### src/hdl/cpu_pkg.sv
/* Shared widths, opcodes, bus structs and FSM encodings for the CPU subsystem.
   Modules refer to these through scoped names. */
package cpu_pkg;

    typedef logic [12:0] addr_t;    // Program address
    typedef logic [15:0] word_t;    // Instruction or register value
    typedef logic [2:0]  reg_idx_t; // Register number
    typedef logic [3:0]  opcode_t;  // Instruction bits [15:12]

    localparam int NUM_REGS   = 8;
    localparam int PROG_DEPTH = 8192;

    // Opcodes, anything else behaves as NOP
    localparam opcode_t OP_NOP  = 4'h0;
    localparam opcode_t OP_ADD  = 4'h1;
    localparam opcode_t OP_SUB  = 4'h2;
    localparam opcode_t OP_LDI  = 4'h3;
    localparam opcode_t OP_JMP  = 4'h4;
    localparam opcode_t OP_HALT = 4'hf;

    // Host command kinds
    localparam logic CMD_WRITE = 1'b0;
    localparam logic CMD_START = 1'b1;

    typedef struct packed {
        logic  kind;   // CMD_WRITE or CMD_START
        addr_t addr;   // Write address or start address
        word_t data;   // Write data, unused by start
    } host_cmd_t;

    typedef struct packed {
        logic  we;
        addr_t addr;
        word_t wdata;
    } mem_req_t;

    typedef enum logic [2:0] {IDLE, FETCH_REQ, FETCH_WAIT, EXEC, HALTED} core_state_t;

    typedef enum logic [2:0] {L_IDLE, L_WRITE, L_WAIT_DROP, L_START, L_ACK} loader_state_t;

    typedef enum logic [1:0] {A_IDLE, A_READ, A_ACK, A_DROP} arb_state_t;

endpackage

### src/hdl/cpu_core.sv
/* Accumulator-style CPU core: fetches over a four-phase memory handshake and
   executes one instruction per fetch. Started and restarted by the loader. */
`timescale 1ns/1ns

module cpu_core (
    input  logic               clk,
    input  logic               pon_rst_n_i,
    input  logic               start_i,
    input  cpu_pkg::addr_t     start_addr_i,
    input  logic               mem_ack_i,
    input  cpu_pkg::word_t     mem_rdata_i,
    output logic               mem_req_o,
    output cpu_pkg::mem_req_t  mem_o,
    output cpu_pkg::addr_t     pc_o,
    output cpu_pkg::word_t     r0_o,
    output logic               halt_o,
    output logic               running_o
);

    cpu_pkg::core_state_t state;
    cpu_pkg::addr_t       pc;
    cpu_pkg::addr_t       pc_inc;
    cpu_pkg::word_t       instr;                          // Latched at fetch ack
    cpu_pkg::word_t       regs [cpu_pkg::NUM_REGS];
    logic                 halt;
    logic                 running;

    // Instruction fields
    cpu_pkg::opcode_t     op;
    cpu_pkg::reg_idx_t    rd;
    cpu_pkg::reg_idx_t    rs;
    cpu_pkg::reg_idx_t    rt;

    assign op = instr[15:12];
    assign rd = instr[11:9];
    assign rs = instr[8:6];
    assign rt = instr[5:3];

    assign pc_inc = pc + 13'd1;                           // Wraps at 13 bits

    // Fetch port, reads only
    assign mem_req_o   = (state == cpu_pkg::FETCH_REQ);
    assign mem_o.we    = 1'b0;
    assign mem_o.addr  = pc;
    assign mem_o.wdata = '0;

    assign pc_o      = pc;
    assign r0_o      = regs[0];
    assign halt_o    = halt;
    assign running_o = running;

    // Control FSM and program counter
    always_ff @(posedge clk or negedge pon_rst_n_i) begin
        if (!pon_rst_n_i) begin
            state   <= cpu_pkg::IDLE;
            pc      <= '0;
            halt    <= 1'b0;
            running <= 1'b0;
        end else begin
            case (state)
                cpu_pkg::IDLE,
                cpu_pkg::HALTED: begin
                    // Only a stopped core accepts a start
                    if (start_i) begin
                        pc      <= start_addr_i;
                        halt    <= 1'b0;
                        running <= 1'b1;
                        state   <= cpu_pkg::FETCH_REQ;
                    end
                end
                cpu_pkg::FETCH_REQ: begin
                    if (mem_ack_i) begin
                        state <= cpu_pkg::FETCH_WAIT;     // Req drops here
                    end
                end
                cpu_pkg::FETCH_WAIT: begin
                    if (!mem_ack_i) begin
                        state <= cpu_pkg::EXEC;
                    end
                end
                cpu_pkg::EXEC: begin
                    state <= cpu_pkg::FETCH_REQ;
                    case (op)
                        cpu_pkg::OP_JMP: begin
                            pc <= instr[12:0];
                        end
                        cpu_pkg::OP_HALT: begin
                            halt    <= 1'b1;              // PC stays on the HALT
                            running <= 1'b0;
                            state   <= cpu_pkg::HALTED;
                        end
                        default: begin
                            pc <= pc_inc;
                        end
                    endcase
                end
                default: begin
                    state <= cpu_pkg::IDLE;
                end
            endcase
        end
    end

    // Instruction latch, payload only
    always_ff @(posedge clk) begin
        if (state == cpu_pkg::FETCH_REQ && mem_ack_i) begin
            instr <= mem_rdata_i;
        end
    end

    // Register file writes happen in EXEC
    always_ff @(posedge clk or negedge pon_rst_n_i) begin
        if (!pon_rst_n_i) begin
            for (int i = 0; i < cpu_pkg::NUM_REGS; i++) begin
                regs[i] <= '0;
            end
        end else if (state == cpu_pkg::EXEC) begin
            case (op)
                cpu_pkg::OP_ADD: begin
                    regs[rd] <= regs[rs] + regs[rt];      // Modulo 2^16
                end
                cpu_pkg::OP_SUB: begin
                    regs[rd] <= regs[rs] - regs[rt];
                end
                cpu_pkg::OP_LDI: begin
                    regs[rd] <= {8'h00, instr[7:0]};      // Zero-extended byte
                end
                default: ;                                // NOP, JMP, HALT, undefined
            endcase
        end
    end

endmodule

### config.mk
export PLATFORM = sky130hd
export DESIGN_NAME = cpu_core
export DESIGN_NICKNAME = d
export VERILOG_FILES = /design/src/hdl/cpu_pkg.sv /design/src/hdl/cpu_core.sv
export SDC_FILE = /design/constraint.sdc
export NUM_CORES = 1
export LEC_CHECK = 0
export BUFFER_PORTS_ARGS = -buffer_cell sky130_fd_sc_hd__buf_2
export CAP_MARGIN = 20
export CORE_ASPECT_RATIO = 0.7
export CORE_MARGIN = 5
export CORE_UTILIZATION = 55
export CTS_CLUSTER_DIAMETER = 50
export DETAILED_ROUTE_END_ITERATION = 8
export PLACE_DENSITY = 0.71
export SYNTH_ARGS = -nofsm -noshare
export SYNTH_HDL_FRONTEND = slang
export SYNTH_SLANG_ARGS = --single-unit
### constraint.sdc
create_clock -name clk -period 11.6 [get_ports clk]
set_input_delay 2.32 -clock clk [delete_from_list [all_inputs] [get_ports clk]]
set_output_delay 2.32 -clock clk [all_outputs]
set_load 0.1 [all_outputs]
Yosys cells after proc, flatten, opt, wreduce, memory -nomap -nowiden:

Cells that the tools add are included.

* logic and storage cells: 73
* input bits: 33
* latch bits: 0
* memory bits (writable): 0
* output and inout port bits: 62
* bits in read-only memories: 0
* memories kept: 0
* register bits: 162

* shifts and indexed selects: 0
* bitwise operators: 3
* $add $sub $neg: 3
* multiplexer cells: 26
* equal/unequal tests: 14
* magnitude comparators: 4
* reductions and logical operators: 10
* multiply operators: 0
* div/mod/pow operators: 0

Operators by type and width (number)
* bitwise mux 128 bit: 3
* case mux 128 bit (3 select lines): 1
* binary-select mux 16 bit (select 3 bit): 2
* 2-to-1 mux 16 bit: 5
* case mux 13 bit (2 select lines): 2
* demux 16 bit (select 3 bit): 1
* adder 16 bit: 1
* subtractor 16 bit: 1
* adder 13 x 1 -> 13 bit, second input constant: 1
* 2-to-1 mux 13 bit: 1
* greater-or-equal comparator 4 bit, second input constant: 3
* 2-to-1 mux 3 bit: 4
* inverter 3 -> 4 bit: 3
* case mux 3 bit (4 select lines): 1
* AND reduction 3 bit: 3
* == test 4 x 2 -> 1 bit, second input constant: 2
* inequality test 2 bit, second input constant: 4
* == test 3 x 2 -> 1 bit, second input constant: 2
* == test 4 x 1 -> 1 bit, second input constant: 1
* == test 4 x 3 -> 1 bit, second input constant: 1
* == test 4 bit, second input constant: 1
* < comparator 4 x 1 -> 1 bit, second input constant: 1
* 2-to-1 mux 1 bit: 4
* case mux 1 bit (2 select lines): 2
* 9 further kinds: 10

Depth between registers and ports, before layout:

* depth after elaboration: 7
* gate-level depth with buffers: 16

Worst setup path before layout:

No wires, ideal clock.

* path type: register to output
* from: reg state[0]
* to: out mem_req_o
* required time: 9.280 ns
* arrival: 2.843 ns
* slack: 6.437 ns
* buffers on the path: 1
* stages on the path, launching flop included: 3
* cells stage by stage: dfrtp_1 > clkbuf_1 > nor3b_1

* word-level cells in the longest chain between the ends: 1

RTL lines
* start, declared: line cpu_core.sv:20 `cpu_pkg::core_state_t state;`
* start signal, assigned: line cpu_core.sv:55 `state <= cpu_pkg::IDLE;`
* start signal, assigned: line cpu_core.sv:68 `state <= cpu_pkg::FETCH_REQ;`
* start signal, assigned: line cpu_core.sv:73 `state <= cpu_pkg::FETCH_WAIT;`
* == test 3 x 1 -> 1 bit: line cpu_core.sv:42 `assign mem_req_o = (state == cpu_pkg::FETCH_REQ);`
* end, declared: line cpu_core.sv:12 `output logic mem_req_o,`

Every way passes these cells.

==> out/metrics.cfg <==
[placed_design]
dp.cells=1204
port_buffers=77
dp_hpwl_mm=16.5
gp_congestion=0.919

[min_path]
hold_path.class=flop to flop

[detailed_routing]
wirelength_mm=25.5
drc=0
drt_pass1_iterations=5
vias=7560
via_per_inst=6.10
drt_iter0_markers=672
ant_nets=0
wl_per_cell_um=20.6

[synthesis]
synth_area_um2=10400
synth.avg_cell_area_um2=10.8
synth_cell_types=61
yosysSeqAreaShare=0.398
async_flop_share=0.901
synth.area.top_cells=dfrtp_1 (35%), mux4_2 (14%), mux2_2 (8.8%)
synth_top_area_frac=0.352
ys_warn_count=0
synthCells=965
yosys.area.top_type=dfrtp_1
synth_ff_type=dfrtp_1
synth_edf_count=16
ys_seq_elements=162

[critical_path]
worstSetupPathType=flop to flop
cp_cell_sequence=buf_4, mux4_2, mux2i_1, ha_1, inv_1, fa_1, a211oi_1, o211ai_1, a41oi_1, o21ai_0, xnor2_1, nand2_1, nor4bb_1, a32oi_1
crit_slowest_cell=buf_4
cpPeakStageDelay_ns=0.58
critPathLaunchType=flop
crit_arrival_ns=4.99
end_kind=flop
worstPathMaxFanout=34
cp.required_ns=11.90
rrSetupSlack_ns=6.92

[sta]
slew_violations=0
fmax_mhz=214
rsz0062_at_grt=false
worst_pin_slew_ns=1.01
relSlewSlack=0.323
setup_tns_ns=0
skew_ns=0.0100
holdWs_ns=0.485
post-route-period-util=0.404
setup_viol=0
period_needed_ns=4.68
hold_viol=0

[floorplanning]
std_cell_rows=42
fp.dieW_um=174
fp.dieH_um=125
core_um2=18700
ios=95
start_util=0.555
dieArea_um2=21800

[finish]
layout_commonest_cell=dfrtp_1
drive_gt1_frac=0.276
syn_to_final_growth_pct=9.14
n_antenna_cell=0
layout_common_cells=dfrtp_1 (146), nor2_1 (88), mux2_2 (81)
nNetsFinal=1051
final_cells=1239
fillCellCount=1542

[grt]
grt_pass1_vias=7588
grt_max_degree=75
antenna_found_initial=0
grt_overflow_total=0
grt_pass1_wl_mm=41.8
grt_usage=0.242

[power]
p_leak_uw=0.00530
powerDensity_nw_per_um2=237
ir_drop_mv=0.235

[cts]
htree_levels=4
clk_latency_ns=0.44
hold_buffers=0
cts.sink_count=162
cts_tree=yes
cts_made_buffers=17
post_cts_resized=0
clk_pin_slew_worst_paths_ns=0.06
clock_path_buffers=2
clock-root-buffer=clkbuf_16
post_cts_buffers=0

[status]
status=complete, no violations

[flow_run]
cap_viol_max_count=0

## final timing paths
| path | to | cells after the start | startpoint |
|---|---|---|---|
| max | flop | 14 | instr[6] |
| min reg2reg | state[1] | 1 | state[2] |
| max reg2reg | flop | 14 | instr[6] |
| min | state[1] | 1 | state[2] |
| max in group asynchronous | asynchronous set/reset pin | 2 | pon_rst_n_i |
| min in group asynchronous | asynchronous set/reset pin | 1 | pon_rst_n_i |
## stage by stage
stage               area, um2  total power, uW  setup slack, ns  utilization
global route            11300             2840             6.53        0.606
global placement        10700             2060             7.06        0.570
CTS                     11300             2680             6.90        0.603
finish                  11300             2690             6.92        0.606
detailed placement      10700             2080             6.93        0.570
floorplan               10400             1880             6.44            -
## cell usage after synthesis, types with 4 or more instances
| library cell | n |
|---|---|
| xnor2_1 | 21 |
| mux2i_1 | 22 |
| xor2_1 | 9 |
| clkbuf_1 | 48 |
| or3_1 | 12 |
| mux2_1 | 4 |
| ha_1 | 32 |
| mux4_2 | 64 |
| mux2_2 | 81 |
| o2111ai_1 | 4 |
| o211ai_1 | 4 |
| inv_1 | 36 |
| nor3_1 | 9 |
| nand2_1 | 67 |
| nor4_1 | 4 |
| nor2b_1 | 5 |
| edfxtp_1 | 16 |
| o221ai_1 | 4 |
| dfrtp_1 | 146 |
| buf_4 | 46 |
| nand3_1 | 8 |
| nand2b_1 | 8 |
| a211oi_1 | 19 |
| nor2_1 | 90 |
| nand4_1 | 7 |
| a21oi_1 | 69 |
| o21ai_0 | 59 |
| a21o_1 | 7 |
| a31oi_1 | 4 |
| buf_1 | 11 |
| o21a_1 | 4 |
## area by class of cell
| type | instances | area, um2 | area share |
|---|---|---|---|
| Clock buffer | 25 | 527 | 0.0465 |
| Clock inverter | 7 | 92.6 | 0.00817 |
| Inverter | 36 | 135 | 0.0119 |
| Multi-Input combinational cell | 675 | 5610 | 0.494 |
| Sequential cell | 162 | 4130 | 0.365 |
| Tap cell | 242 | 303 | 0.0267 |
| Timing Repair Buffer | 92 | 539 | 0.0476 |
## where the power goes
part	total, uW	leakage (uW)	switching [uW]	internal (uW)
Sequential	787	0.00213	108	679
Clock	594	0.000305	235	358
Combinational	1310	0.00286	915	393
Total	2690	0.00530	1260	1430
## layer usage
metal,global-route usage,up-vias,share of wire
met1,0.373,3800,0.48
met2,0.347,236,0.44
met3,0.0573,22,0.065
met4,0.0600,0,0.011
li1,-,3502,-
met5,0,-,0
## critical path, delay by kind of cell, from the launching register on
kind	cells	cell delay, ns
AOI/OAI and AO/OA	5	1.38
adders and majority gates	2	0.69
muxes	2	0.84
and+or+nand+nor	2	0.50
xor gates and xnor gates	1	0.17
DFF	1	0.32
buffers and inverters	2	0.64
## logic make-up (layout without fill, tap and decap cells)
group	count (synthesis)	in the layout	share of synthesized area
buffers and inverters	144	160	0.0690
multiplexers	171	171	0.252
AO/OA/AOI/OAI	200	200	0.117
XOR/XNOR	30	30	0.0253
AND/OR/NAND/NOR	223	223	0.0960
adder cells (fa/ha/maj)	34	34	0.0424
flip-flops	162	162	0.398
other	1	17	0.000361
No activity file was read; power rests on OpenSTA's default activity.
