===== src/hdl/cpu_pkg.sv =====
/* Shared widths, opcodes, bus structs and FSM encodings for the CPU subsystem.
   Modules refer to these through scoped names. */
package cpu_pkg;

    typedef logic [12:0] addr_t;    // Program address
    typedef logic [15:0] word_t;    // Instruction or register value
    typedef logic [2:0]  reg_idx_t; // Register number
    typedef logic [3:0]  opcode_t;  // Instruction bits [15:12]

    localparam int NUM_REGS   = 8;
    localparam int PROG_DEPTH = 8192;

    // Opcodes, anything else behaves as NOP
    localparam opcode_t OP_NOP  = 4'h0;
    localparam opcode_t OP_ADD  = 4'h1;
    localparam opcode_t OP_SUB  = 4'h2;
    localparam opcode_t OP_LDI  = 4'h3;
    localparam opcode_t OP_JMP  = 4'h4;
    localparam opcode_t OP_HALT = 4'hf;

    // Host command kinds
    localparam logic CMD_WRITE = 1'b0;
    localparam logic CMD_START = 1'b1;

    typedef struct packed {
        logic  kind;   // CMD_WRITE or CMD_START
        addr_t addr;   // Write address or start address
        word_t data;   // Write data, unused by start
    } host_cmd_t;

    typedef struct packed {
        logic  we;
        addr_t addr;
        word_t wdata;
    } mem_req_t;

    typedef enum logic [2:0] {IDLE, FETCH_REQ, FETCH_WAIT, EXEC, HALTED} core_state_t;

    typedef enum logic [2:0] {L_IDLE, L_WRITE, L_WAIT_DROP, L_START, L_ACK} loader_state_t;

    typedef enum logic [1:0] {A_IDLE, A_READ, A_ACK, A_DROP} arb_state_t;

endpackage


===== src/hdl/prog_loader.sv =====
/* Host command sequencer. A write becomes a four-phase RAM write through
   the arbiter, a start becomes a one-cycle start pulse to the core. */
`timescale 1ns/1ns

module prog_loader (
    input  logic                clk,
    input  logic                pon_rst_n_i,
    input  logic                cmd_req_i,
    input  cpu_pkg::host_cmd_t  cmd_i,
    input  logic                mem_ack_i,
    output logic                cmd_ack_o,
    output logic                mem_req_o,
    output cpu_pkg::mem_req_t   mem_o,
    output logic                start_o,
    output cpu_pkg::addr_t      start_addr_o
);

    cpu_pkg::loader_state_t state;
    cpu_pkg::host_cmd_t     cmd_q;                        // Command being served

    assign cmd_ack_o    = (state == cpu_pkg::L_ACK);
    assign mem_req_o    = (state == cpu_pkg::L_WRITE);
    assign start_o      = (state == cpu_pkg::L_START);
    assign start_addr_o = cmd_q.addr;

    assign mem_o.we    = 1'b1;
    assign mem_o.addr  = cmd_q.addr;
    assign mem_o.wdata = cmd_q.data;

    always_ff @(posedge clk) begin
        if (state == cpu_pkg::L_IDLE && cmd_req_i) begin
            cmd_q <= cmd_i;
        end
    end

    always_ff @(posedge clk or negedge pon_rst_n_i) begin
        if (!pon_rst_n_i) begin
            state <= cpu_pkg::L_IDLE;
        end else begin
            case (state)
                cpu_pkg::L_IDLE: begin
                    if (cmd_req_i) begin
                        case (cmd_i.kind)
                            cpu_pkg::CMD_WRITE: state <= cpu_pkg::L_WRITE;
                            cpu_pkg::CMD_START: state <= cpu_pkg::L_START;
                            default:            state <= cpu_pkg::L_IDLE;
                        endcase
                    end
                end
                cpu_pkg::L_WRITE: begin
                    if (mem_ack_i) state <= cpu_pkg::L_WAIT_DROP;
                end
                cpu_pkg::L_WAIT_DROP: begin
                    if (!mem_ack_i) state <= cpu_pkg::L_ACK;  // RAM side closed
                end
                cpu_pkg::L_START: state <= cpu_pkg::L_ACK;
                cpu_pkg::L_ACK: begin
                    if (!cmd_req_i) state <= cpu_pkg::L_IDLE;
                end
                default: state <= cpu_pkg::L_IDLE;
            endcase
        end
    end

endmodule


===== config.mk =====
export PLATFORM = sky130hd
export DESIGN_NAME = prog_loader
export DESIGN_NICKNAME = d
export VERILOG_FILES = /design/src/hdl/cpu_pkg.sv /design/src/hdl/prog_loader.sv
export SDC_FILE = /design/constraint.sdc
export NUM_CORES = 1
export LEC_CHECK = 0
export ABC_AREA = 1
export BUFFER_PORTS_ARGS = -buffer_cell sky130_fd_sc_hd__buf_2
export CORE_AREA = 2 2 58 60
export DETAILED_ROUTE_END_ITERATION = 8
export DIE_AREA = 0 0 60 62
export PLACE_DENSITY = 0.78
export SLEW_MARGIN = 30
export SYNTH_ARGS = -nofsm -noshare
export SYNTH_HDL_FRONTEND = slang
export SYNTH_SLANG_ARGS = --single-unit

===== constraint.sdc =====
create_clock -name clk -period 4.7 [get_ports clk]
set_input_delay 1.41 -clock clk [delete_from_list [all_inputs] [get_ports clk]]
set_output_delay 1.41 -clock clk [all_outputs]
set_load 0.03 [all_outputs]

Word-level counts from Yosys, hierarchy flattened
Cells that the tools add are included.

operators by class
  eq/ne operators = 8
  muxes and demuxes = 6
  bitwise gates (word level) = 1
  reduce and logical (&&, ||, !) cells = 3

operators with widths
  kind                                                             count
  3-bit one-hot mux with 5 select lines                            1
  3-bit 2-to-1 mux                                                 4
  2-bit inequality test, second input constant                     4
  3-bit by 2-bit == test with 1-bit output, second input constant  2
  3-bit one-hot mux with 2 select lines                            1
  4-bit AND reduction                                              1
  3-bit by 1-bit == test with 1-bit output, second input constant  1
  3-bit == test, second input constant                             1
  3-bit logical NOT                                                1
  1-bit logical AND                                                1
  1-bit NOT                                                        1

storage, ports and cells
  register bits after elaboration = 32
  input port bits = 34
  output and inout bits = 46
  word-level logic and storage cells = 21

Logic depth before layout (Yosys ltp)
Gate-level depths: netlist (run 1).

  depth in word-level cells = 4
  mapped depth = 6
  depth with buffers taken out = 6

Worst setup path after synthesis (run 1)
OpenSTA, ideal clock, no wires.

  path type = input-to-reg
  start = input cmd_req_i
  end = register cmd_q, in the netlist mem_o[0] (enable)
  library setup time = 415 ps
  arrival = 2700 ps
  required time = 4285 ps
  setup slack = 1585 ps
  cell stages on the path = 2
  buffers on the path = 0
  cell sequence = inv_1 > nor2_1

on the way
  cells in the longest elaborated chain, start to end = 1

ends and longest elaborated chain
  item                  line               source
  start, declared       prog_loader.sv:8   input logic cmd_req_i,
  1-bit logical AND     prog_loader.sv:31  if (state == cpu_pkg::L_IDLE && cmd_req_i) begin
  end signal, assigned  prog_loader.sv:32  cmd_q <= cmd_i;
  end, declared         prog_loader.sv:19  cpu_pkg::host_cmd_t cmd_q;

Every way passes these cells.
A chain may end at the register's enable or synchronous reset.

Final worst setup path (run 1)
  start = register state[1]
  end = output cmd_ack_o

on the way
  cells in the longest elaborated chain, start to end = 1

ends and longest elaborated chain
  item                    line               source
  start, declared         prog_loader.sv:18  cpu_pkg::loader_state_t state;
  start signal, assigned  prog_loader.sv:38  state <= cpu_pkg::L_IDLE;
  start signal, assigned  prog_loader.sv:44  cpu_pkg::CMD_WRITE: state <= cpu_pkg::L_WRITE;
  start signal, assigned  prog_loader.sv:45  cpu_pkg::CMD_START: state <= cpu_pkg::L_START;
  3-bit == test           prog_loader.sv:21  assign cmd_ack_o = (state == cpu_pkg::L_ACK);
  end, declared           prog_loader.sv:11  output logic cmd_ack_o,

Every way passes these cells.

==> reports/qor.yml, run 1 <==
rsz0062_at_grt: "no"
netlist_instances: 76
routed_wirelength_microns: 2390
avgRoutedWirePerCell_microns: 12.3
final_cell_mix: "buf_2 (78), edfxtp_1 (29), nand2_1 (8), inv_1 (5), clkbuf_4 (5)"
hold_viol: 0
dr.pass1.iters: 4
path_class: "reg -> out"
critPathRequiredTime_ns: 3.29
yosysTopAreaCell: "edfxtp_1"
ant_nets: 0
final_common_cell: "buf_2"
hold_class: "reg -> reg"
relSlewSlack_pct: 56.7
peakVddDrop_v: 0.000323
avgSynthCellArea_sq_um: 15.7
ys_ff_latch: 32
post-route-cell-area_sq_mm: 0.00160
cts-resized-gates: 0
ios: 80
gp_congestion: 0.701
core_area_sq_mm: 0.00318
num_vias: 840
tightest_slew_ns: 0.649
yosysSeqAreaShare_pct: 79.2
end_kind: "output pin"
post-route-min-period_ns: 2.67
fp.dieW_microns: 60
ys_types: 15
dr.first_iter.drc_count: 15
slew_violations: 0
clockBufferDepth: 2
cts_sinks: 32
die_area_sq_mm: 0.00372
synth_nets: 110
p_leak_nw: 0.758
grt_pass1_wl_microns: 3350
grt_max_degree: 18
timing.final.crit_share_pct: 56.8
setup_violations: 0
run_status: "completed"
area_delta_synth_final_pct: 33.9
die_y_microns: 62
ys_warn_count: 0
cp.arrival_ns: 1.26
root_buffer: "clkbuf_4"
cts_htree_levels: 2
worst-path-max-fanout: 5
grt_overflow: 0
grt_pass1_vias: 780
post_drt_via_cell_ratio: 4.31
fin_nets: 182
start_kind: "flop"
grt_antenna_before_repair: 0
cap_violations: 0
clkTransAtPathRegs_ns: 0.09
numCtsBuffers: 5
drc: 0
setup_tns_ns: 0
rows: 21
port_buffers: 78
cts_tree: "yes"
synth_top_area_share_pct: 73.0
syn_area_sq_mm: 0.00119
max_freq_mhz: 375
dpl_cell_area_sq_mm: 0.00155
power_density_mw_per_mm2: 616
track_usage_pct: 13.0
insertion_delay_ns: 0.32
synth_area_leaders: "edfxtp_1 (73%), buf_4 (8.8%), dfrtp_1 (6.3%)"
dp_hpwl_microns: 1880
drive_gt1_share_pct: 63.8
hold_buffers: 0
finClkSkew_ns: 0.00361
seqCellArea_sq_um: 946
n_antenna_cell: 0
n_fill_cell: 285
start_util_pct: 37.5
multi_input_area_sq_um: 115
post_cts_buffers: 0
==> stage by stage <==
stage               worst slack, ns  power (mW)  hold slack (ns)  utilization [%]  std cells
floorplan                      1.59       0.756            0.579                -         76
global placement               1.95       0.830            0.606             48.6        187
detailed placement             1.86       0.850            0.641             48.6        187
CTS                            2.01       0.996            0.655             50.3        195
global route                   1.96        1.04            0.682             50.3        195
finish                         2.03       0.984            0.668             50.3        195
==> layer usage <==
metal	global-route usage, %	share of wire [%]
met1	12.1	35
met2	20.7	48
met3	9.11	15
met4	8.25	2.4
met5	0	0
==> final cells by class <==
type                       instances  area share (%)
inverter                           8            1.88
sequential                        32            59.2
clock inverter                     3           0.861
clock buffer                       5            2.35
multi-input combinational         22            7.20
tap                               46            3.60
timing repair buffer              79            24.9
==> final timing paths <==
check	startpoint	endpoint	slack, ns	depth (start not counted)
worst max-delay path	state[1]	cmd_ack_o	2.03	4
worst min-delay path	state[0]	state[0]	0.67	2
worst max register to register	state[2]	mem_o[11]	2.87	4
worst min register to register	state[0]	state[0]	0.67	2
max in group asynchronous	pon_rst_n_i	state[0]	3.72	1
min in group asynchronous	pon_rst_n_i	state[2]	0.87	1
==> synthesized netlist by cell type <==
library cell   n
conb_1         1
dfrtp_1        3
nand2_1        8
nand3_2        2
nand3_1        3
nand2_2        1
nor2_2         2
inv_1          5
nand4_1        1
buf_4         14
nor2_1         2
nor3_1         1
o22ai_1        1
edfxtp_1      29
inv_2          3
==> registers in the layout (all words and copies together) (netlist names) <==
signal	count
mem_o	16
start_addr_o	13
state	3
==> worst max-delay path, stage by stage (launching register included) <==
cell and delay, ns:
dfrtp_1 0.42, inv_2 0.12, nand3_1 0.11, inv_1 0.09
buf_2 0.20
==> kinds of logic after synthesis <==
family          Yosys count  synth area share [%]
flops                    32                  79.2
buf+inv                  22                  11.3
simple gates             20                  8.60
compound gates            1                 0.524
other cells               1                 0.314
==> where the power goes <==
| group | internal, mW | total [mW] | switching [mW] |
|---|---|---|---|
| logic | 0.100 | 0.411 | 0.311 |
| clock network | 0.0548 | 0.142 | 0.0870 |
| registers | 0.403 | 0.431 | 0.0280 |
Note: power is estimated with default switching activity, not from simulation.
==> run 2: changes to the inputs <==
==> constraint.sdc (replaced) <==
create_clock -name clk -period 2.6 [get_ports clk]
set_input_delay 0.78 -clock clk [delete_from_list [all_inputs] [get_ports clk]]
set_output_delay 0.78 -clock clk [all_outputs]
set_load 0.03 [all_outputs]
==> reports/qor.yml, run 2 (synthesized netlist as in run 1, its figures left out) <==
run_status: "completed"
power_density_mw_per_mm2: 1160
cap_violations: 0
post-route-min-period_ns: 2.05
reg2reg_setup_slack_ns: 1.28
drc: 0
insertion_delay_ns: 0.32
finClkSkew_ns: 0.00555
critPathRequiredTime_ns: 1.82
cp.arrival_ns: 1.27
power_mw: 1.88
final_cell_mix: "buf_2 (78), edfxtp_1 (29), nand2_1 (8), inv_1 (5), clkbuf_4 (5)"
hold_viol: 0
die_y_microns: 62
timing.final.crit_share_pct: 78.8
setup_violations: 0
port_buffers: 78
core_area_sq_mm: 0.00318
grt_overflow: 0
gp_congestion: 0.724
crit_end: "mem_req_o"
rows: 21
max_freq_mhz: 488
grt_pass1_wl_microns: 3320
startpoint: "state[2]"
hold_buffers: 0
post_drt_via_cell_ratio: 4.23
clkTransAtPathRegs_ns: 0.09
fp.dieW_microns: 60
area_delta_synth_final_pct: 36.5
rr_endpoint: "mem_o[12]"
start_kind: "flop"
utilization_pct: 51.2
routed_wirelength_microns: 2360
clockBufferDepth: 2
hold_class: "in -> async"
largest_register_ffs: 16
p_leak_nw: 0.771
worst-path-max-fanout: 4
root_buffer: "clkbuf_4"
peakVddDrop_v: 0.000549
cts-resized-gates: 0
dp_hpwl_microns: 1890
grt_pass1_vias: 777
rsz0062_at_grt: "no"
dr.pass1.iters: 4
setup_tns_ns: 0
avgRoutedWirePerCell_microns: 12.1
r2r-start: "state[1]"
path_class: "reg -> out"
dr.first_iter.drc_count: 19
ant_nets: 0
slew_violations: 0
track_usage_pct: 13.4
num_vias: 830
post-route-cell-area_sq_mm: 0.00163
grt_max_degree: 18
cts_tree: "yes"
post_cts_buffers: 0
final_common_cell: "buf_2"
numCtsBuffers: 5
n_antenna_cell: 0
dpl_cell_area_sq_mm: 0.00155
start_util_pct: 37.5
cts_htree_levels: 2
cts_sinks: 32
ios: 80
die_area_sq_mm: 0.00372
drive_gt1_share_pct: 63.3
fin_nets: 183
end_kind: "output pin"
r2r_cells: 4
grt_antenna_before_repair: 0
run 2: cell types whose count changed in the layout (fill, tap and decap cells not counted), sizes merged:
cell and change:
clkinv -1, buf +1, bufinv +1
run 2: area by class of cell:
cell class	count	area, sq um
inverter	8	30.0
multi-input combinational	22	115
fill	294	1550
sequential	32	946
clock inverter	3	37.5
timing repair buffer	80	405
clock buffer	5	37.5
tap	46	57.6
run 2: per-stage QoR:
step                      instances  worst slack, ns  hold slack, ns
after CTS                       196            0.530           0.214
after global routing            196            0.461           0.212
after global placement          188            0.989           0.575
after floorplan                  76            0.115           0.484
after detailed placement        188            0.908           0.579
final                           196            0.551           0.237
run 2: worst min path at each step:
stage	slack, ns	end	from	cells after the start
after floorplan	0.48	state[0]	pon_rst_n_i	0
after global placement	0.57	state[2]	pon_rst_n_i	1
after detailed placement	0.58	state[1]	pon_rst_n_i	1
after CTS	0.21	state[2]	pon_rst_n_i	1
after global routing	0.21	state[1]	pon_rst_n_i	1
final	0.24	state[0]	pon_rst_n_i	1
run 2: critical path, stage by stage (launching register included):
cell and delay [ns]:
dfrtp_1 0.41, inv_2 0.11, nand3_2 0.14, inv_1 0.09, buf_2 0.19
run 2: metal layers:
layer  up-vias  part of all wire [%]  track usage (%)
met5         -                     0                0
li1        391                     -                -
met1       365                    36             13.3
met4         0                   3.4             12.1
met3        11                    12             6.83
met2        63                    49             20.5
run 2: where the power goes:
group | total, mW | switching [mW] | internal, mW
Sequential | 0.776 | 0.0486 | 0.727
Combinational | 0.753 | 0.564 | 0.189
Clock | 0.355 | 0.159 | 0.196
==> run 3: changes to the inputs <==
==> constraint.sdc (replaced) <==
create_clock -name clk -period 2.1 [get_ports clk]
set_input_delay 0.63 -clock clk [delete_from_list [all_inputs] [get_ports clk]]
set_output_delay 0.63 -clock clk [all_outputs]
set_load 0.03 [all_outputs]
==> reports/qor.yml, run 3 (synthesized netlist as in run 1, its figures left out) <==
power_density_mw_per_mm2: 1380
n_fill_cell: 315
numCtsBuffers: 5
gp_congestion: 0.709
run_status: "completed"
setup_violations: 0
dr.pass1.iters: 3
cts-resized-gates: 0
cts_sinks: 32
cts_htree_levels: 2
p_leak_nw: 0.755
worst-path-max-fanout: 4
dp_hpwl_microns: 1800
finClkSkew_ns: 0.00405
hold_buffers: 0
start_util_pct: 37.5
grt_max_degree: 30
track_usage_pct: 12.4
cap_violations: 0
drc: 0
startpoint: "state[2]"
fin_nets: 182
use_met2_pct: 19.3
grt_antenna_before_repair: 0
end_kind: "output pin"
slew_violations: 0
port_buffers: 78
hold_viol: 0
hold_class: "in -> async"
clockBufferDepth: 2
crit_slowest_cell: "dfrtp_1"
timing.final.crit_share_pct: 89.6
routed_wirelength_microns: 2240
core_area_sq_mm: 0.00318
avgRoutedWirePerCell_microns: 11.5
largest_register_ffs: 16
die_area_sq_mm: 0.00372
final_common_cell: "buf_2"
cts_tree: "yes"
final_cell_mix: "buf_2 (78), edfxtp_1 (29), nand2_1 (8), inv_1 (5), clkbuf_4 (5)"
die_y_microns: 62
ant_nets: 0
drive_gt1_share_pct: 62.4
grt_overflow: 0
area_delta_synth_final_pct: 34.7
root_buffer: "clkbuf_4"
critPathRequiredTime_ns: 1.47
insertion_delay_ns: 0.32
setup_tns_ns: 0
use_met3_pct: 8.49
n_antenna_cell: 0
clkTransAtPathRegs_ns: 0.09
grt_busiest_layer: "met2"
r2r-start: "state[1]"
post-route-min-period_ns: 1.88
placedCellCount: 187
finalNonFillerCells: 195
ios: 80
use_met1_pct: 12.1
start_kind: "flop"
num_vias: 817
post_cts_buffers: 0
max_freq_mhz: 532
cp.arrival_ns: 1.25
path_class: "reg -> out"
cpPeakStageDelay_ns: 0.42
dr.first_iter.drc_count: 4
grt_pass1_vias: 737
rsz0062_at_grt: "no"
post_drt_via_cell_ratio: 4.19
rows: 21
crit_chain: "inv_2 -> nand3_2 -> inv_1 -> buf_2"
grt_pass1_wl_microns: 3120
peakVddDrop_v: 0.000796
fp.dieW_microns: 60
==> run 3: final cells by class <==
type                       instances  area [sq um]  share of cell area [%]
tap                               46          57.6                    3.58
inverter                           8          30.0                    1.87
multi-input combinational         22           115                    7.16
sequential                        32           946                    58.8
timing repair buffer              79           410                    25.5
clock buffer                       8          48.8                    3.04
==> run 3: where the power goes <==
| group | total, mW | leakage [nW] | internal, mW | switching, mW |
|---|---|---|---|---|
| sequential | 0.958 | 0.310 | 0.900 | 0.0583 |
| combinational | 0.944 | 0.419 | 0.245 | 0.700 |
| clock | 0.317 | 0.0265 | 0.133 | 0.184 |
==> run 3: stage by stage <==
stage	worst slack, ns	area [sq um]	power [mW]	hold WS, ns	util (%)
finish	0.219	1610	2.22	0.0882	50.6
global route	0.125	1610	2.35	0.0558	50.6
CTS	0.208	1610	2.25	0.0666	50.6
detailed placement	0.580	1560	1.93	0.430	49.0
global placement	0.644	1560	1.88	0.424	49.0
floorplan	0.236	1200	1.69	0.334	-
==> run 3: critical path, delay by kind of cell (launching register included) <==
family	cells	cell delay, ns
flops	1	0.42
buf+inv	3	0.39
simple gates	1	0.13
==> run 3: layer usage <==
metal | wire, microns | share of wire [%]
met2 | 1110 | 49
met3 | 288 | 13
met5 | 0 | 0
met4 | 76 | 3.4
met1 | 771 | 34
==> run 3: path summary, 6_finish.rpt <==
| path | end | slack, ns | cells past startpoint |
|---|---|---|---|
| max | mem_req_o | 0.22 | 4 |
| min | state[1] | 0.09 | 1 |
| max reg2reg | start_addr_o[0] | 0.80 | 4 |
| min reg2reg | state[0] | 0.65 | 2 |
| max in group asynchronous | state[2] | 1.90 | 1 |
| min in group clk | mem_o[14] | 0.48 | 1 |
