**src/hdl/cpu_pkg.sv**
```systemverilog
/* Shared widths, opcodes, bus structs and FSM encodings for the CPU subsystem.
   Modules refer to these through scoped names. */
package cpu_pkg;

    typedef logic [12:0] addr_t;    // Program address
    typedef logic [15:0] word_t;    // Instruction or register value
    typedef logic [2:0]  reg_idx_t; // Register number
    typedef logic [3:0]  opcode_t;  // Instruction bits [15:12]

    localparam int NUM_REGS   = 8;
    localparam int PROG_DEPTH = 8192;

    // Opcodes, anything else behaves as NOP
    localparam opcode_t OP_NOP  = 4'h0;
    localparam opcode_t OP_ADD  = 4'h1;
    localparam opcode_t OP_SUB  = 4'h2;
    localparam opcode_t OP_LDI  = 4'h3;
    localparam opcode_t OP_JMP  = 4'h4;
    localparam opcode_t OP_HALT = 4'hf;

    // Host command kinds
    localparam logic CMD_WRITE = 1'b0;
    localparam logic CMD_START = 1'b1;

    typedef struct packed {
        logic  kind;   // CMD_WRITE or CMD_START
        addr_t addr;   // Write address or start address
        word_t data;   // Write data, unused by start
    } host_cmd_t;

    typedef struct packed {
        logic  we;
        addr_t addr;
        word_t wdata;
    } mem_req_t;

    typedef enum logic [2:0] {IDLE, FETCH_REQ, FETCH_WAIT, EXEC, HALTED} core_state_t;

    typedef enum logic [2:0] {L_IDLE, L_WRITE, L_WAIT_DROP, L_START, L_ACK} loader_state_t;

    typedef enum logic [1:0] {A_IDLE, A_READ, A_ACK, A_DROP} arb_state_t;

endpackage

```
**src/hdl/mem_arbiter.sv**
```systemverilog
/* Round-robin arbiter between the loader (0) and the core (1) on the single
   RAM port. Each requester sees a four-phase req/ack handshake. */
`timescale 1ns/1ns

module mem_arbiter (
    input  logic                     clk,
    input  logic                     pon_rst_n_i,
    input  logic [1:0]               req_i,
    input  cpu_pkg::mem_req_t [1:0]  mem_i,
    input  cpu_pkg::word_t           ram_rdata_i,
    output logic [1:0]               ack_o,
    output cpu_pkg::word_t           rdata_o,
    output logic                     ram_en_o,
    output cpu_pkg::mem_req_t        ram_o
);

    cpu_pkg::arb_state_t state;
    logic                grant;                           // Current or last served
    logic                pick;
    cpu_pkg::word_t      rdata_q;

    // Alternate when both wait, otherwise take whoever asks
    always_comb begin
        if (req_i[0] && req_i[1]) begin
            pick = ~grant;
        end else begin
            pick = req_i[1];
        end
    end

    // RAM access starts in the same cycle the request is taken
    assign ram_en_o = (state == cpu_pkg::A_IDLE) && (req_i != 2'b00);
    assign ram_o    = mem_i[pick];

    assign ack_o   = (state == cpu_pkg::A_ACK) ? (2'b01 << grant) : 2'b00;
    assign rdata_o = rdata_q;

    always_ff @(posedge clk or negedge pon_rst_n_i) begin
        if (!pon_rst_n_i) begin
            state <= cpu_pkg::A_IDLE;
            grant <= 1'b1;                                // Loader wins first tie
        end else begin
            case (state)
                cpu_pkg::A_IDLE: begin
                    if (req_i != 2'b00) begin
                        grant <= pick;
                        state <= cpu_pkg::A_READ;
                    end
                end
                cpu_pkg::A_READ: state <= cpu_pkg::A_ACK; // RAM data arrives
                cpu_pkg::A_ACK: begin
                    if (!req_i[grant]) state <= cpu_pkg::A_DROP;
                end
                cpu_pkg::A_DROP: state <= cpu_pkg::A_IDLE;
                default:         state <= cpu_pkg::A_IDLE;
            endcase
        end
    end

    // Held for the whole ack phase
    always_ff @(posedge clk) begin
        if (state == cpu_pkg::A_READ) begin
            rdata_q <= ram_rdata_i;
        end
    end

endmodule

```
**config.mk**
```make
export PLATFORM = sky130hd
export DESIGN_NAME = mem_arbiter
export DESIGN_NICKNAME = d
export VERILOG_FILES = /design/src/hdl/cpu_pkg.sv /design/src/hdl/mem_arbiter.sv
export SDC_FILE = /design/constraint.sdc
export NUM_CORES = 1
export LEC_CHECK = 0
export BUFFER_PORTS_ARGS = -buffer_cell sky130_fd_sc_hd__buf_4
export CAP_MARGIN = 10
export CORE_MARGIN = 8
export CORE_UTILIZATION = 27
export DETAILED_ROUTE_END_ITERATION = 8
export GPL_ROUTABILITY_DRIVEN = 1
export PLACE_DENSITY = 0.78
export SYNTH_ARGS = -nofsm -noshare
export SYNTH_HDL_FRONTEND = slang
export SYNTH_SLANG_ARGS = --single-unit
```
**constraint.sdc**
```tcl
create_clock -name clk -period 2.4 [get_ports clk]
set_clock_uncertainty 0.05 [all_clocks]
set_input_delay 0.24 -clock clk [delete_from_list [all_inputs] [get_ports clk]]
set_output_delay 0.24 -clock clk [all_outputs]
set_load 0.01 [all_outputs]
```
-- Word level (Yosys, flattened, before mapping)
Index checks and enable logic that the tools add are counted.
- register bits: 19
- latch bits: 0
- RAM bits: 0
- memory bits (read-only): 0
- input bits: 80
- memories: 0
- $add $sub $neg: 0
- multiply operators: 0
- divide/modulo/power cells: 0
- $lt $le $gt $ge: 2
- equality and inequality tests: 5
- shift-type cells: 1
- multiplexer cells: 9
- bitwise gates (word level): 1
- reductions and logical operators: 6
- operator list (operator ; number):
    2-to-1 mux 30 bit ; 2
    case mux 2 bit (4 select lines) ; 1
    2-to-1 mux 2 bit ; 3
    equality test 2 bit, second input constant ; 2
    < comparator 1 x 2 -> 1 bit, second input constant ; 2
    AND reduction 2 bit ; 2
    2-to-1 mux 1 bit ; 3
    equality test 2 x 1 -> 1 bit, second input constant ; 1
    logical AND 1 bit ; 2
    zero test 2 bit ; 1
    inequality test 2 x 1 -> 1 bit, second input constant ; 1
    inequality test 2 bit, second input constant ; 1
    nonzero test 2 bit ; 1
    left shift 1 x 1 -> 2 bit, first input constant ; 1
    inverter 1 bit ; 1

-- Longest topological paths before layout
Gate-level depths: netlist of the first run.
- word-level depth: 4
- gate-level depth with buffers: 4
- gate-level depth less buffers: 4

-- Least setup slack after synthesis of the first run
Ideal clock, no wire load.
- kind: flip-flop to flip-flop
- from: register grant
- to: register state[1]
- setup time: 0.125 ns
- arrival time: 1.301 ns
- data required time: 2.225 ns
- slack: 0.924 ns
- cell stages (with the launch flop): 4
- path buffers: 0
- period minus slack after synthesis: 1.476 ns
- cell sequence: dfstp_2 > mux2_4 > a22oi_4 > mux2_4
- longest elaborated chain between the ends: 4
- ends and longest elaborated chain (item ; RTL line ; source):
    from (decl) ; mem_arbiter.sv:18 ; logic grant;
    from (signal assigned) ; mem_arbiter.sv:46 ; grant <= pick;
    2-to-1 mux 1 bit (not written as such) (2 in series) ; mem_arbiter.sv:52 ; if (!req_i[grant]) state <= cpu_pkg::A_DROP;
    inequality test 2 bit (no source line) ; - ;
    AND reduction 2 bit (no source line) ; - ;
    to (signal assigned) ; mem_arbiter.sv:52 ;
    to (signal assigned) ; mem_arbiter.sv:54 ; cpu_pkg::A_DROP: state <= cpu_pkg::A_IDLE;
    to (signal assigned) ; mem_arbiter.sv:55 ; default: state <= cpu_pkg::A_IDLE;
    to (decl) ; mem_arbiter.sv:17 ; cpu_pkg::arb_state_t state;
No other way between the ends. The select of a mux whose other input is x is not followed.
A chain may end at the register's enable or synchronous reset.

==> reports/qor.yml, run 1 <==
sta:
  setup_ws_ns: 0.417
  finalMaxSlewViolations: 0
  setup_violations: 0
  setup_tns_ns: 0
  slew_headroom: 0.526
  rsz0062_at_grt: "no"
  fin_crit_ns: 1.98
  hold_violations: 0
  period_share: 0.826
  worst_pin_slew_ns: 0.711
  max_freq_mhz: 504
  timing.hold.ws_ns: 0.115
floorplan:
  io_pins: 129
  die_w_microns: 80.2
  std_cell_rows: 23
  dieArea_sq_um: 6440
  die_h_microns: 80.2
  initial_core_util: 0.278
  coreArea_sq_um: 4000
outcome:
  status: "finished, final reports clean"
synthesis:
  netlist_instances: 69
  ys_types: 17
  synth-warning-count: 0
  ys_seq_area_frac: 0.500
  synth_area_per_cell_sq_um: 16.1
  syn_nets: 153
  syn_area_sq_um: 1110
  synth_seq_cells: 19
final_layout:
  area_growth_pct: 95.2
  layoutNonFillerInstCount: 250
  drive_above_1_share: 0.845
  seqCellArea_sq_um: 557
  diodes: 0
  fillers: 353
  fin_util: 0.543
  multi_input_area_sq_um: 523
  fin_area_sq_um: 2170
  fin_nets: 285
detailed_routing:
  avgViaCountPerCell: 4.39
  wire_per_inst_microns: 17.4
  vias: 1098
  wirelength_microns: 4350
  drtIter0Drc: 34
  drcViolationCount: 0
  dr.pass1.iters: 4
  drt.antenna.violating_nets: 0
global_routing:
  grt_pass1_vias: 1185
  grt_overflow: 0
  antenna_found_initial: 0
  grt_max_degree: 31
  grt_usage: 0.122
  grt_pass1_wl_microns: 6110
placement:
  preCtsSetupSlack_ns: 0.667
  place_inst: 245
  dp_hpwl_microns: 3790
  place_congestion: 0.764
  portBuffers: 128
  dpl-instance-area_sq_um: 2120
power:
  leakage_nw: 1.07
  clockPowerShare: 0.133
  power_frac_seq: 0.348
  p_per_area_nw_per_um2: 730
  vdd_drop_max_mv: 0.749
  total_power_mw: 1.59
  pwr-share-comb: 0.520
  p_switching_mw: 0.503
  p_int_mw: 1.08
  switching_share: 0.317
cts:
  cts.reportedPaths.clkPinSlew_ns: 0.06
  cts_tree: "built"
  cts_buffers: 3
  htreeDepth: 1
  postCtsSetupBuffers: 0
  cts_buffer_depth: 2
  clock_latency_ns: 0.25
  root_buffer: "clkbuf_8"
  cts.sinks: 19
setup_path:
  required_ns: 2.11
  cp-start-kind: "flop"
  end_kind: "output pin"
  path_max_fanout: 30
  critPathKind: "flop to output pin"
  arrival_ns: 1.69
job:
  cap_violations: 0
min_path:
  hp-class: "input pin to flop"
==> synthesized netlist by cell type <==
cell,count,area (sq um)
dfrtp_1,2,50.1
a21oi_1,1,5.00
nor2_1,1,3.75
mux2_4,7,105
dfstp_2,1,26.3
and2_2,1,7.51
nor2b_1,1,6.26
inv_1,2,7.51
edfxtp_1,16,480
mux2_2,25,282
ha_1,4,50.1
a21boi_2,1,11.3
and2b_2,1,8.76
a22oi_4,1,21.3
o22a_1,1,8.76
a31oi_1,1,6.26
buf_6,3,33.8
==> cell families (layout without fill, tap and decap cells) <==
group / Yosys count / after routing / synth area share
mux: 32 / 32 / 0.347
flops: 19 / 19 / 0.500
compound gates: 5 / 5 / 0.0472
buf+inv: 5 / 136 / 0.0371
fa+ha+maj: 4 / 4 / 0.0449
simple gates: 4 / 4 / 0.0236
==> layer usage <==
metal / global-route usage / share of wire
met5: 0 / 0
met1: 0.108 / 0.31
met2: 0.257 / 0.59
met4: 0.0218 / 0.0055
met3: 0.0368 / 0.092
==> critical path, cell delays in order, from the launching register on <==
cell and delay (ns):
dfstp_2 0.40, a21boi_4 0.12, buf_4 0.37, mux2_2 0.40, buf_4 0.15
==> state kept, by name (all words and copies together), names as in the netlist <==
name     cells
rdata_o     16
state        2
grant        1
==> path summary, 6_finish.rpt <==
| kind | cells past startpoint | from | endpoint | slack (ns) |
|---|---|---|---|---|
| max in group asynchronous | 2 | pon_rst_n_i | grant$_DFFE_PN1P_ | 1.84 |
| setup / recovery | 4 | grant$_DFFE_PN1P_ | ram_o[14] | 0.42 |
| min in group asynchronous | 2 | pon_rst_n_i | state[0]$_DFFE_PN0P_ | 0.28 |
| hold / removal | 1 | ram_rdata_i[7] | rdata_o[7]$_DFFE_PN_ | 0.12 |
| hold reg to reg | 1 | state[0]$_DFFE_PN0P_ | state[0]$_DFFE_PN0P_ | 0.50 |
| setup reg to reg | 2 | state[1]$_DFFE_PN0P_ | rdata_o[8]$_DFFE_PN_ | 0.85 |
==> cells in the final DEF (no fill, tap or decap) <==
| master | synthesis | routed |
|---|---|---|
| mux2_4 | 7 | 7 |
| a21oi_1 | 1 | 1 |
| mux2_2 | 25 | 25 |
| a31oi_1 | 1 | 1 |
| a22oi_4 | 1 | 1 |
| clkbuf_8 | 0 | 3 |
| dlygate4sd3_1 | 0 | 1 |
| edfxtp_1 | 16 | 16 |
| and2_2 | 1 | 1 |
| clkbuf_1 | 0 | 1 |
| and2b_2 | 1 | 1 |
| nor2b_1 | 1 | 1 |
| dfrtp_1 | 2 | 2 |
| dfstp_2 | 1 | 1 |
| a21boi_4 | 0 | 1 |
| ha_1 | 4 | 4 |
| buf_4 | 0 | 129 |
| nor2_1 | 1 | 1 |
| inv_1 | 2 | 2 |
| o22a_1 | 1 | 1 |
==> what timing repair did <==
action                                  4_1_cts  5_1_grt
endpoints found under the setup margin        0        0
gates resized for setup                       0        0
hold buffers                                  1        0
endpoints found under the hold margin         3        0
==> power groups by stage <==
| stage | Sequential, mW | Clock, mW | Combinational [mW] |
|---|---|---|---|
| global route | 0.564 | 0.235 | 0.882 |
| global placement | 0.549 | 0 | 0.829 |
| detailed placement | 0.558 | 0 | 0.836 |
| floorplan | 0.583 | 0 | 0.402 |
| CTS | 0.551 | 0.216 | 0.841 |
| finish | 0.552 | 0.210 | 0.825 |
==> cell type report <==
type                       instances  share of cell area
clock buffer                       4              0.0207
inverter                           2             0.00345
tap                               50              0.0288
timing repair buffer             130               0.450
sequential                        19               0.256
multi-input combinational         45               0.241
(Power assumes the default switching activity.)
==> run 2: changes to the inputs <==
==> constraint.sdc (replaced) <==
create_clock -name clk -period 1.93 [get_ports clk]
set_clock_uncertainty 0.05 [all_clocks]
set_input_delay 0.193 -clock clk [delete_from_list [all_inputs] [get_ports clk]]
set_output_delay 0.193 -clock clk [all_outputs]
set_load 0.01 [all_outputs]
==> run 2 against run 1 <==
Compared with the run above: register-to-register slack worse by 0.45 ns; non-clock buffer count is 1 higher; first-iteration DRC count is 29% lower; sequential power is 24% higher; final cell count is 0.40% higher; flip-flop and latch count stayed put; routed wire length is 4.2% higher; sequential share of layout area is 0.23 points lower; worst setup slack worse by 0.29 ns; combinational power is 27% higher; final area is 0.92% higher; critical path type unchanged; highest routed layer unchanged.
==> reports/qor.yml, run 2 (same netlist as run 1, synthesis figures left out) <==
outcome:
  status: "finished, final reports clean"
setup_path:
  critPathKind: "flop to output pin"
  required_ns: 1.69  # -0.42 ns
  reg2reg_to: "state[1]$_DFFE_PN0P_"
  reg2reg_depth: 3  # +1
  cp-start-kind: "flop"
  arrival_ns: 1.56  # -0.13 ns
  cp-endpoint: "ram_o[3]"
  end_kind: "output pin"
  path_max_fanout: 30  # unchanged
  rr_startpoint: "grant$_DFFE_PN1P_"
  reg2reg_slack_ns: 0.40  # -0.45 ns
  crit_start: "grant$_DFFE_PN1P_"
sta:
  period_share: 0.936
  worst_pin_slew_ns: 0.260  # -0.451 ns
  setup_violations: 0  # unchanged
  hold_violations: 0  # unchanged
  rsz0062_at_grt: "no"
  setup_tns_ns: 0  # unchanged
  timing.hold.ws_ns: 0.0636  # -0.0517 ns
  max_freq_mhz: 554
  fin_crit_ns: 1.81
  setup_ws_ns: 0.124  # -0.293 ns
  slew_headroom: 0.826  # +0.300
  finalMaxSlewViolations: 0  # unchanged
power:
  p_per_area_nw_per_um2: 912  # +25%
  leakage_nw: 1.08  # +0.86%
  vdd_drop_max_mv: 0.817  # +9.0%
floorplan:
  die_h_microns: 80.2  # unchanged
  initial_core_util: 0.278  # unchanged
  io_pins: 129  # unchanged
  dieArea_sq_um: 6440  # unchanged
  coreArea_sq_um: 4000  # unchanged
  std_cell_rows: 23  # unchanged
  die_w_microns: 80.2  # unchanged
global_routing:
  grt_max_degree: 31  # unchanged
  grt_usage: 0.128  # +0.00619
  grt_pass1_wl_microns: 6320  # +3.5%
  grt_overflow: 0  # unchanged
  grt_pass1_vias: 1208  # +1.9%
  antenna_found_initial: 0  # unchanged
detailed_routing:
  drcViolationCount: 0  # unchanged
  drtIter0Drc: 24  # -29%
  wire_per_inst_microns: 18.1  # +3.8%
  vias: 1096  # -0.18%
  wirelength_microns: 4530  # +4.2%
  dr.pass1.iters: 4  # unchanged
  avgViaCountPerCell: 4.37  # -0.58%
  drt.antenna.violating_nets: 0  # unchanged
job:
  cap_violations: 0  # unchanged
min_path:
  hp-class: "input pin to flop"
cts:
  cts.sinks: 19  # unchanged
  postCtsSetupBuffers: 0  # unchanged
  cts_buffers: 3  # unchanged
  cts_tree: "built"
  cts.reportedPaths.clkPinSlew_ns: 0.07  # about the same
  cts_buffer_depth: 2  # unchanged
  cts_resized: 0  # unchanged
  root_buffer: "clkbuf_8"
  clock_latency_ns: 0.25  # about the same
  htreeDepth: 1  # unchanged
final_layout:
  area_growth_pct: 97.0
  drive_above_1_share: 0.846  # about the same
  diodes: 0  # unchanged
  layoutNonFillerInstCount: 251  # +0.40%
  layout_common_cells: "buf_4 (129), mux2_2 (25), edfxtp_1 (16)"
  largest_reg_flops: 16  # unchanged
  layout_commonest_cell: "buf_4"
  fin_nets: 286  # +0.35%
placement:
  place_inst: 246  # +0.41%
  dp_hpwl_microns: 3960  # +4.5%
  place_congestion: 0.782  # +2.4%
  preCtsSetupSlack_ns: 0.396  # -0.271 ns
  portBuffers: 128  # unchanged
[run 2: cell types whose count changed in the layout (fill, tap and decap cells not counted), sizes merged]
cell  previous run  this run
buf            129       130
[run 2: power by group]
| part | switching (mW) | internal (mW) | total [mW] |
|---|---|---|---|
| sequential | 0.0698 | 0.614 | 0.684 |
| clock | 0.121 | 0.146 | 0.268 |
| combinational | 0.446 | 0.602 | 1.05 |
| total | 0.637 | 1.36 | 2.00 |
[run 2: per-stage QoR]
step | power (mW) | utilization | instance area, sq um
after floorplan | 1.23 | - | 1110
after global placement | 1.73 | 0.535 | 2140
after detailed placement | 1.76 | 0.535 | 2140
after CTS | 2.03 | 0.548 | 2190
after global routing | 2.12 | 0.548 | 2190
final | 2.00 | 0.548 | 2190
[run 2: timing repair]
| item | CTS | global route |
|---|---|---|
| endpoints found under the hold margin | 3 | 0 |
| hold buffers | 1 | 0 |
| setup endpoints to repair | 0 | 0 |
[run 2: layout make-up]
class / count / area (sq um)
fill: 376 / 1810
timing repair buffer: 131 / 998
sequential: 19 / 557
multi-input combinational: 45 / 523
tap: 50 / 62.6
clock buffer: 4 / 45.0
inverter: 2 / 7.51
[run 2: worst max-delay path, cell delays in order, from the launching register on]
cell,delay (ns)
dfstp_2,0.60
a21boi_4,0.07
buf_12,0.17
mux2_4,0.31
buf_4,0.14
[run 2: worst min-delay path by stage]
| stage | endpoint | startpoint | cells after the start |
|---|---|---|---|
| 2_1_floorplan | state[0]$_DFFE_PN0P_ | pon_rst_n_i | 0 |
| 3_3_place_gp | state[0]$_DFFE_PN0P_ | pon_rst_n_i | 1 |
| 3_5_place_dp | state[0]$_DFFE_PN0P_ | pon_rst_n_i | 1 |
| 4_1_cts | rdata_o[15]$_DFFE_PN_ | ram_rdata_i[15] | 1 |
| 5_1_grt | rdata_o[7]$_DFFE_PN_ | ram_rdata_i[7] | 1 |
| 6_report | rdata_o[12]$_DFFE_PN_ | ram_rdata_i[12] | 1 |
[run 2: metal layers]
metal,GRT usage,vias to the layer above,part of all wire
met1,0.107,513,0.29
met3,0.0558,4,0.11
met2,0.264,55,0.59
li1,-,524,-
met5,0,-,0
met4,0.0273,0,0.011
==> run 3: changes to the inputs <==
--- a/config.mk
+++ b/config.mk
@@ -8,10 +8,11 @@
 export BUFFER_PORTS_ARGS = -buffer_cell sky130_fd_sc_hd__buf_4
 export CAP_MARGIN = 10
 export CORE_MARGIN = 8
-export CORE_UTILIZATION = 27
+export CORE_UTILIZATION = 30
 export DETAILED_ROUTE_END_ITERATION = 8
 export GPL_ROUTABILITY_DRIVEN = 1
-export PLACE_DENSITY = 0.78
+export PLACE_DENSITY = 0.84
+export SETUP_SLACK_MARGIN = 0.2
 export SYNTH_ARGS = -nofsm -noshare
 export SYNTH_HDL_FRONTEND = slang
 export SYNTH_SLANG_ARGS = --single-unit
==> constraint.sdc (replaced) <==
create_clock -name clk -period 2.3 [get_ports clk]
set_clock_uncertainty 0.05 [all_clocks]
set_input_delay 0.23 -clock clk [delete_from_list [all_inputs] [get_ports clk]]
set_output_delay 0.23 -clock clk [all_outputs]
set_load 0.01 [all_outputs]
==> run 3 against run 2 <==
Compared with the run above: global-route usage increased by 0.56 points; clock power fell by 19%; worst setup slack better by 0.22 ns; final area decreased by 1.3%; highest routed layer unchanged; routed wire length decreased by 6.5%; flip-flop and latch count is the same; die area fell by 8.0%; critical endpoint is now ram_o[10]; critical path type unchanged; critical path depth stayed put; total power down 18%.
==> reports/qor.yml, run 3 (same netlist as run 1, synthesis figures left out) <==
min_path:
  min_from: "ram_rdata_i[6]"
  hp-class: "input pin to flop"
  min_to: "rdata_o[6]$_DFFE_PN_"
  whs_path_depth: 1  # unchanged
floorplan:
  die_w_microns: 76.9  # -4.1%
  initial_core_util: 0.309  # +0.0304
  std_cell_rows: 22  # -4.3%
  die_h_microns: 76.9  # -4.1%
  coreArea_sq_um: 3610  # -9.9%
  io_pins: 129  # unchanged
  dieArea_sq_um: 5920  # -8.0%
detailed_routing:
  wirelength_microns: 4240  # -6.5%
  drcViolationCount: 0  # unchanged
  avgViaCountPerCell: 4.40  # +0.84%
  drt.antenna.violating_nets: 0  # unchanged
  wire_per_inst_microns: 17.1  # -5.4%
  dr.pass1.iters: 2  # -2
  vias: 1092  # -0.36%
  drtIter0Drc: 12  # -50%
setup_path:
  reg2reg_slack_ns: 0.77  # +0.37 ns
  end_kind: "output pin"
  reg2reg_depth: 3  # unchanged
  crit_start: "grant$_DFFE_PN1P_"
  crit_slowest_cell: "dfstp_2"
  path_max_fanout: 30  # unchanged
  cp-start-kind: "flop"
  arrival_ns: 1.67  # +0.11 ns
  reg2reg_to: "state[1]$_DFFE_PN0P_"
  path_cells: "a21boi_2, buf_4, mux2_2, buf_4"
  crit_path_max_incr_delay_ns: 0.40  # -0.20 ns
  critPathKind: "flop to output pin"
  rr_startpoint: "grant$_DFFE_PN1P_"
  required_ns: 2.02  # +0.33 ns
  cpMostUsedCell: "buf_4"
power:
  leakage_nw: 1.07  # -1.1%
  vdd_drop_max_mv: 0.636  # -22%
  p_per_area_nw_per_um2: 759  # -17%
  total_power_mw: 1.64  # -18%
global_routing:
  grt_usage: 0.134  # +0.00559
  grt_pass1_vias: 1176  # -2.6%
  grt_max_degree: 31  # unchanged
  grt_busiest_layer: "met2"
  met1_usage: 0.138  # +0.0316
  met2_usage: 0.227  # -0.0375
  antenna_found_initial: 0  # unchanged
  grt_overflow: 0  # unchanged
  grt_use_met3: 0.0828  # +0.0269
  grt_pass1_wl_microns: 6380  # +0.98%
final_layout:
  drive_above_1_share: 0.850  # +0.00423
  fin_nets: 285  # -0.35%
  diodes: 0  # unchanged
  multi_input_area_sq_um: 515  # -1.4%
  layout_commonest_cell: "buf_4"
  fillers: 312  # -17%
  seqCellArea_sq_um: 557  # unchanged
  area_growth_pct: 94.4
  largest_reg_flops: 16  # unchanged
  layout_common_cells: "buf_4 (129), mux2_2 (25), edfxtp_1 (16)"
  fin_area_sq_um: 2160  # -1.3%
cts:
  cts.reportedPaths.clkPinSlew_ns: 0.07  # about the same
  cts_buffers: 3  # unchanged
  postCtsSetupBuffers: 0  # unchanged
  cts_tree: "built"
  root_buffer: "clkbuf_8"
  cts_resized: 0  # unchanged
  cts_buffer_depth: 2  # unchanged
  cts.sinks: 19  # unchanged
  htreeDepth: 1  # unchanged
  clock_latency_ns: 0.24  # about the same
sta:
  slew_headroom: 0.553  # -0.273
  period_share: 0.849
  setup_ws_ns: 0.347  # +0.223 ns
  max_freq_mhz: 512
  rsz0062_at_grt: "no"
  fin_crit_ns: 1.95
  timing.hold.ws_ns: 0.104  # +0.0404 ns
  setup_tns_ns: 0  # unchanged
  setup_violations: 0  # unchanged
  hold_violations: 0  # unchanged
  worst_pin_slew_ns: 0.671  # +0.411 ns
  finalMaxSlewViolations: 0  # unchanged
job:
  cap_violations: 0  # unchanged
outcome:
  status: "finished, final reports clean"
placement:
  dpl-instance-area_sq_um: 2110  # -1.4%
  portBuffers: 128  # unchanged
  preCtsSetupSlack_ns: 0.616  # +0.220 ns
  dp_hpwl_microns: 3740  # -5.5%
  place_congestion: 0.802  # +2.6%
-- run 3: cell type report --
cell class                 count  share of cell area
clock buffer                   3              0.0191
clock inverter                 1             0.00231
inverter                       2             0.00347
multi-input combinational     45               0.238
sequential                    19               0.257
tap                           48              0.0277
timing repair buffer         130               0.452
-- run 3: per-stage QoR --
stage,std cells,util
after detailed placement,243,0.585
after global placement,243,0.585
after global routing,248,0.600
final,248,0.600
after floorplan,69,-
after CTS,248,0.600
-- run 3: repair_timing --
action                                 CTS  global route
setup endpoints to repair                0             0
hold buffers                             1             0
endpoints found under the hold margin    3             0
-- run 3: routing by layer --
layer | up-vias | share of wire
li1 | 521 | -
met1 | 486 | 0.37
met4 | 0 | 0.0024
met2 | 83 | 0.48
met5 | - | 0
met3 | 2 | 0.15
-- run 3: where the power goes --
part	switching [mW]	internal [mW]
registers	0.0511	0.517
logic	0.368	0.491
clock network	0.0968	0.120
-- run 3: critical path: cells and delay by family, from the launching register on --
kind / cells / cell delay, ns
AO/OA/AOI/OAI: 1 / 0.11
multiplexers: 1 / 0.40
flip-flops: 1 / 0.40
buffers and inverters: 2 / 0.51
-- run 3: how the worst max path moves through the flow --
stage	to	slack, ns	cells past startpoint
2_1_floorplan	state[1]$_DFFE_PN0P_	0.82	3
3_3_place_gp	ram_o[10]	0.61	4
3_5_place_dp	ram_o[10]	0.62	4
4_1_cts	ram_o[10]	0.34	4
5_1_grt	ram_o[10]	0.27	4
6_report	ram_o[10]	0.35	4
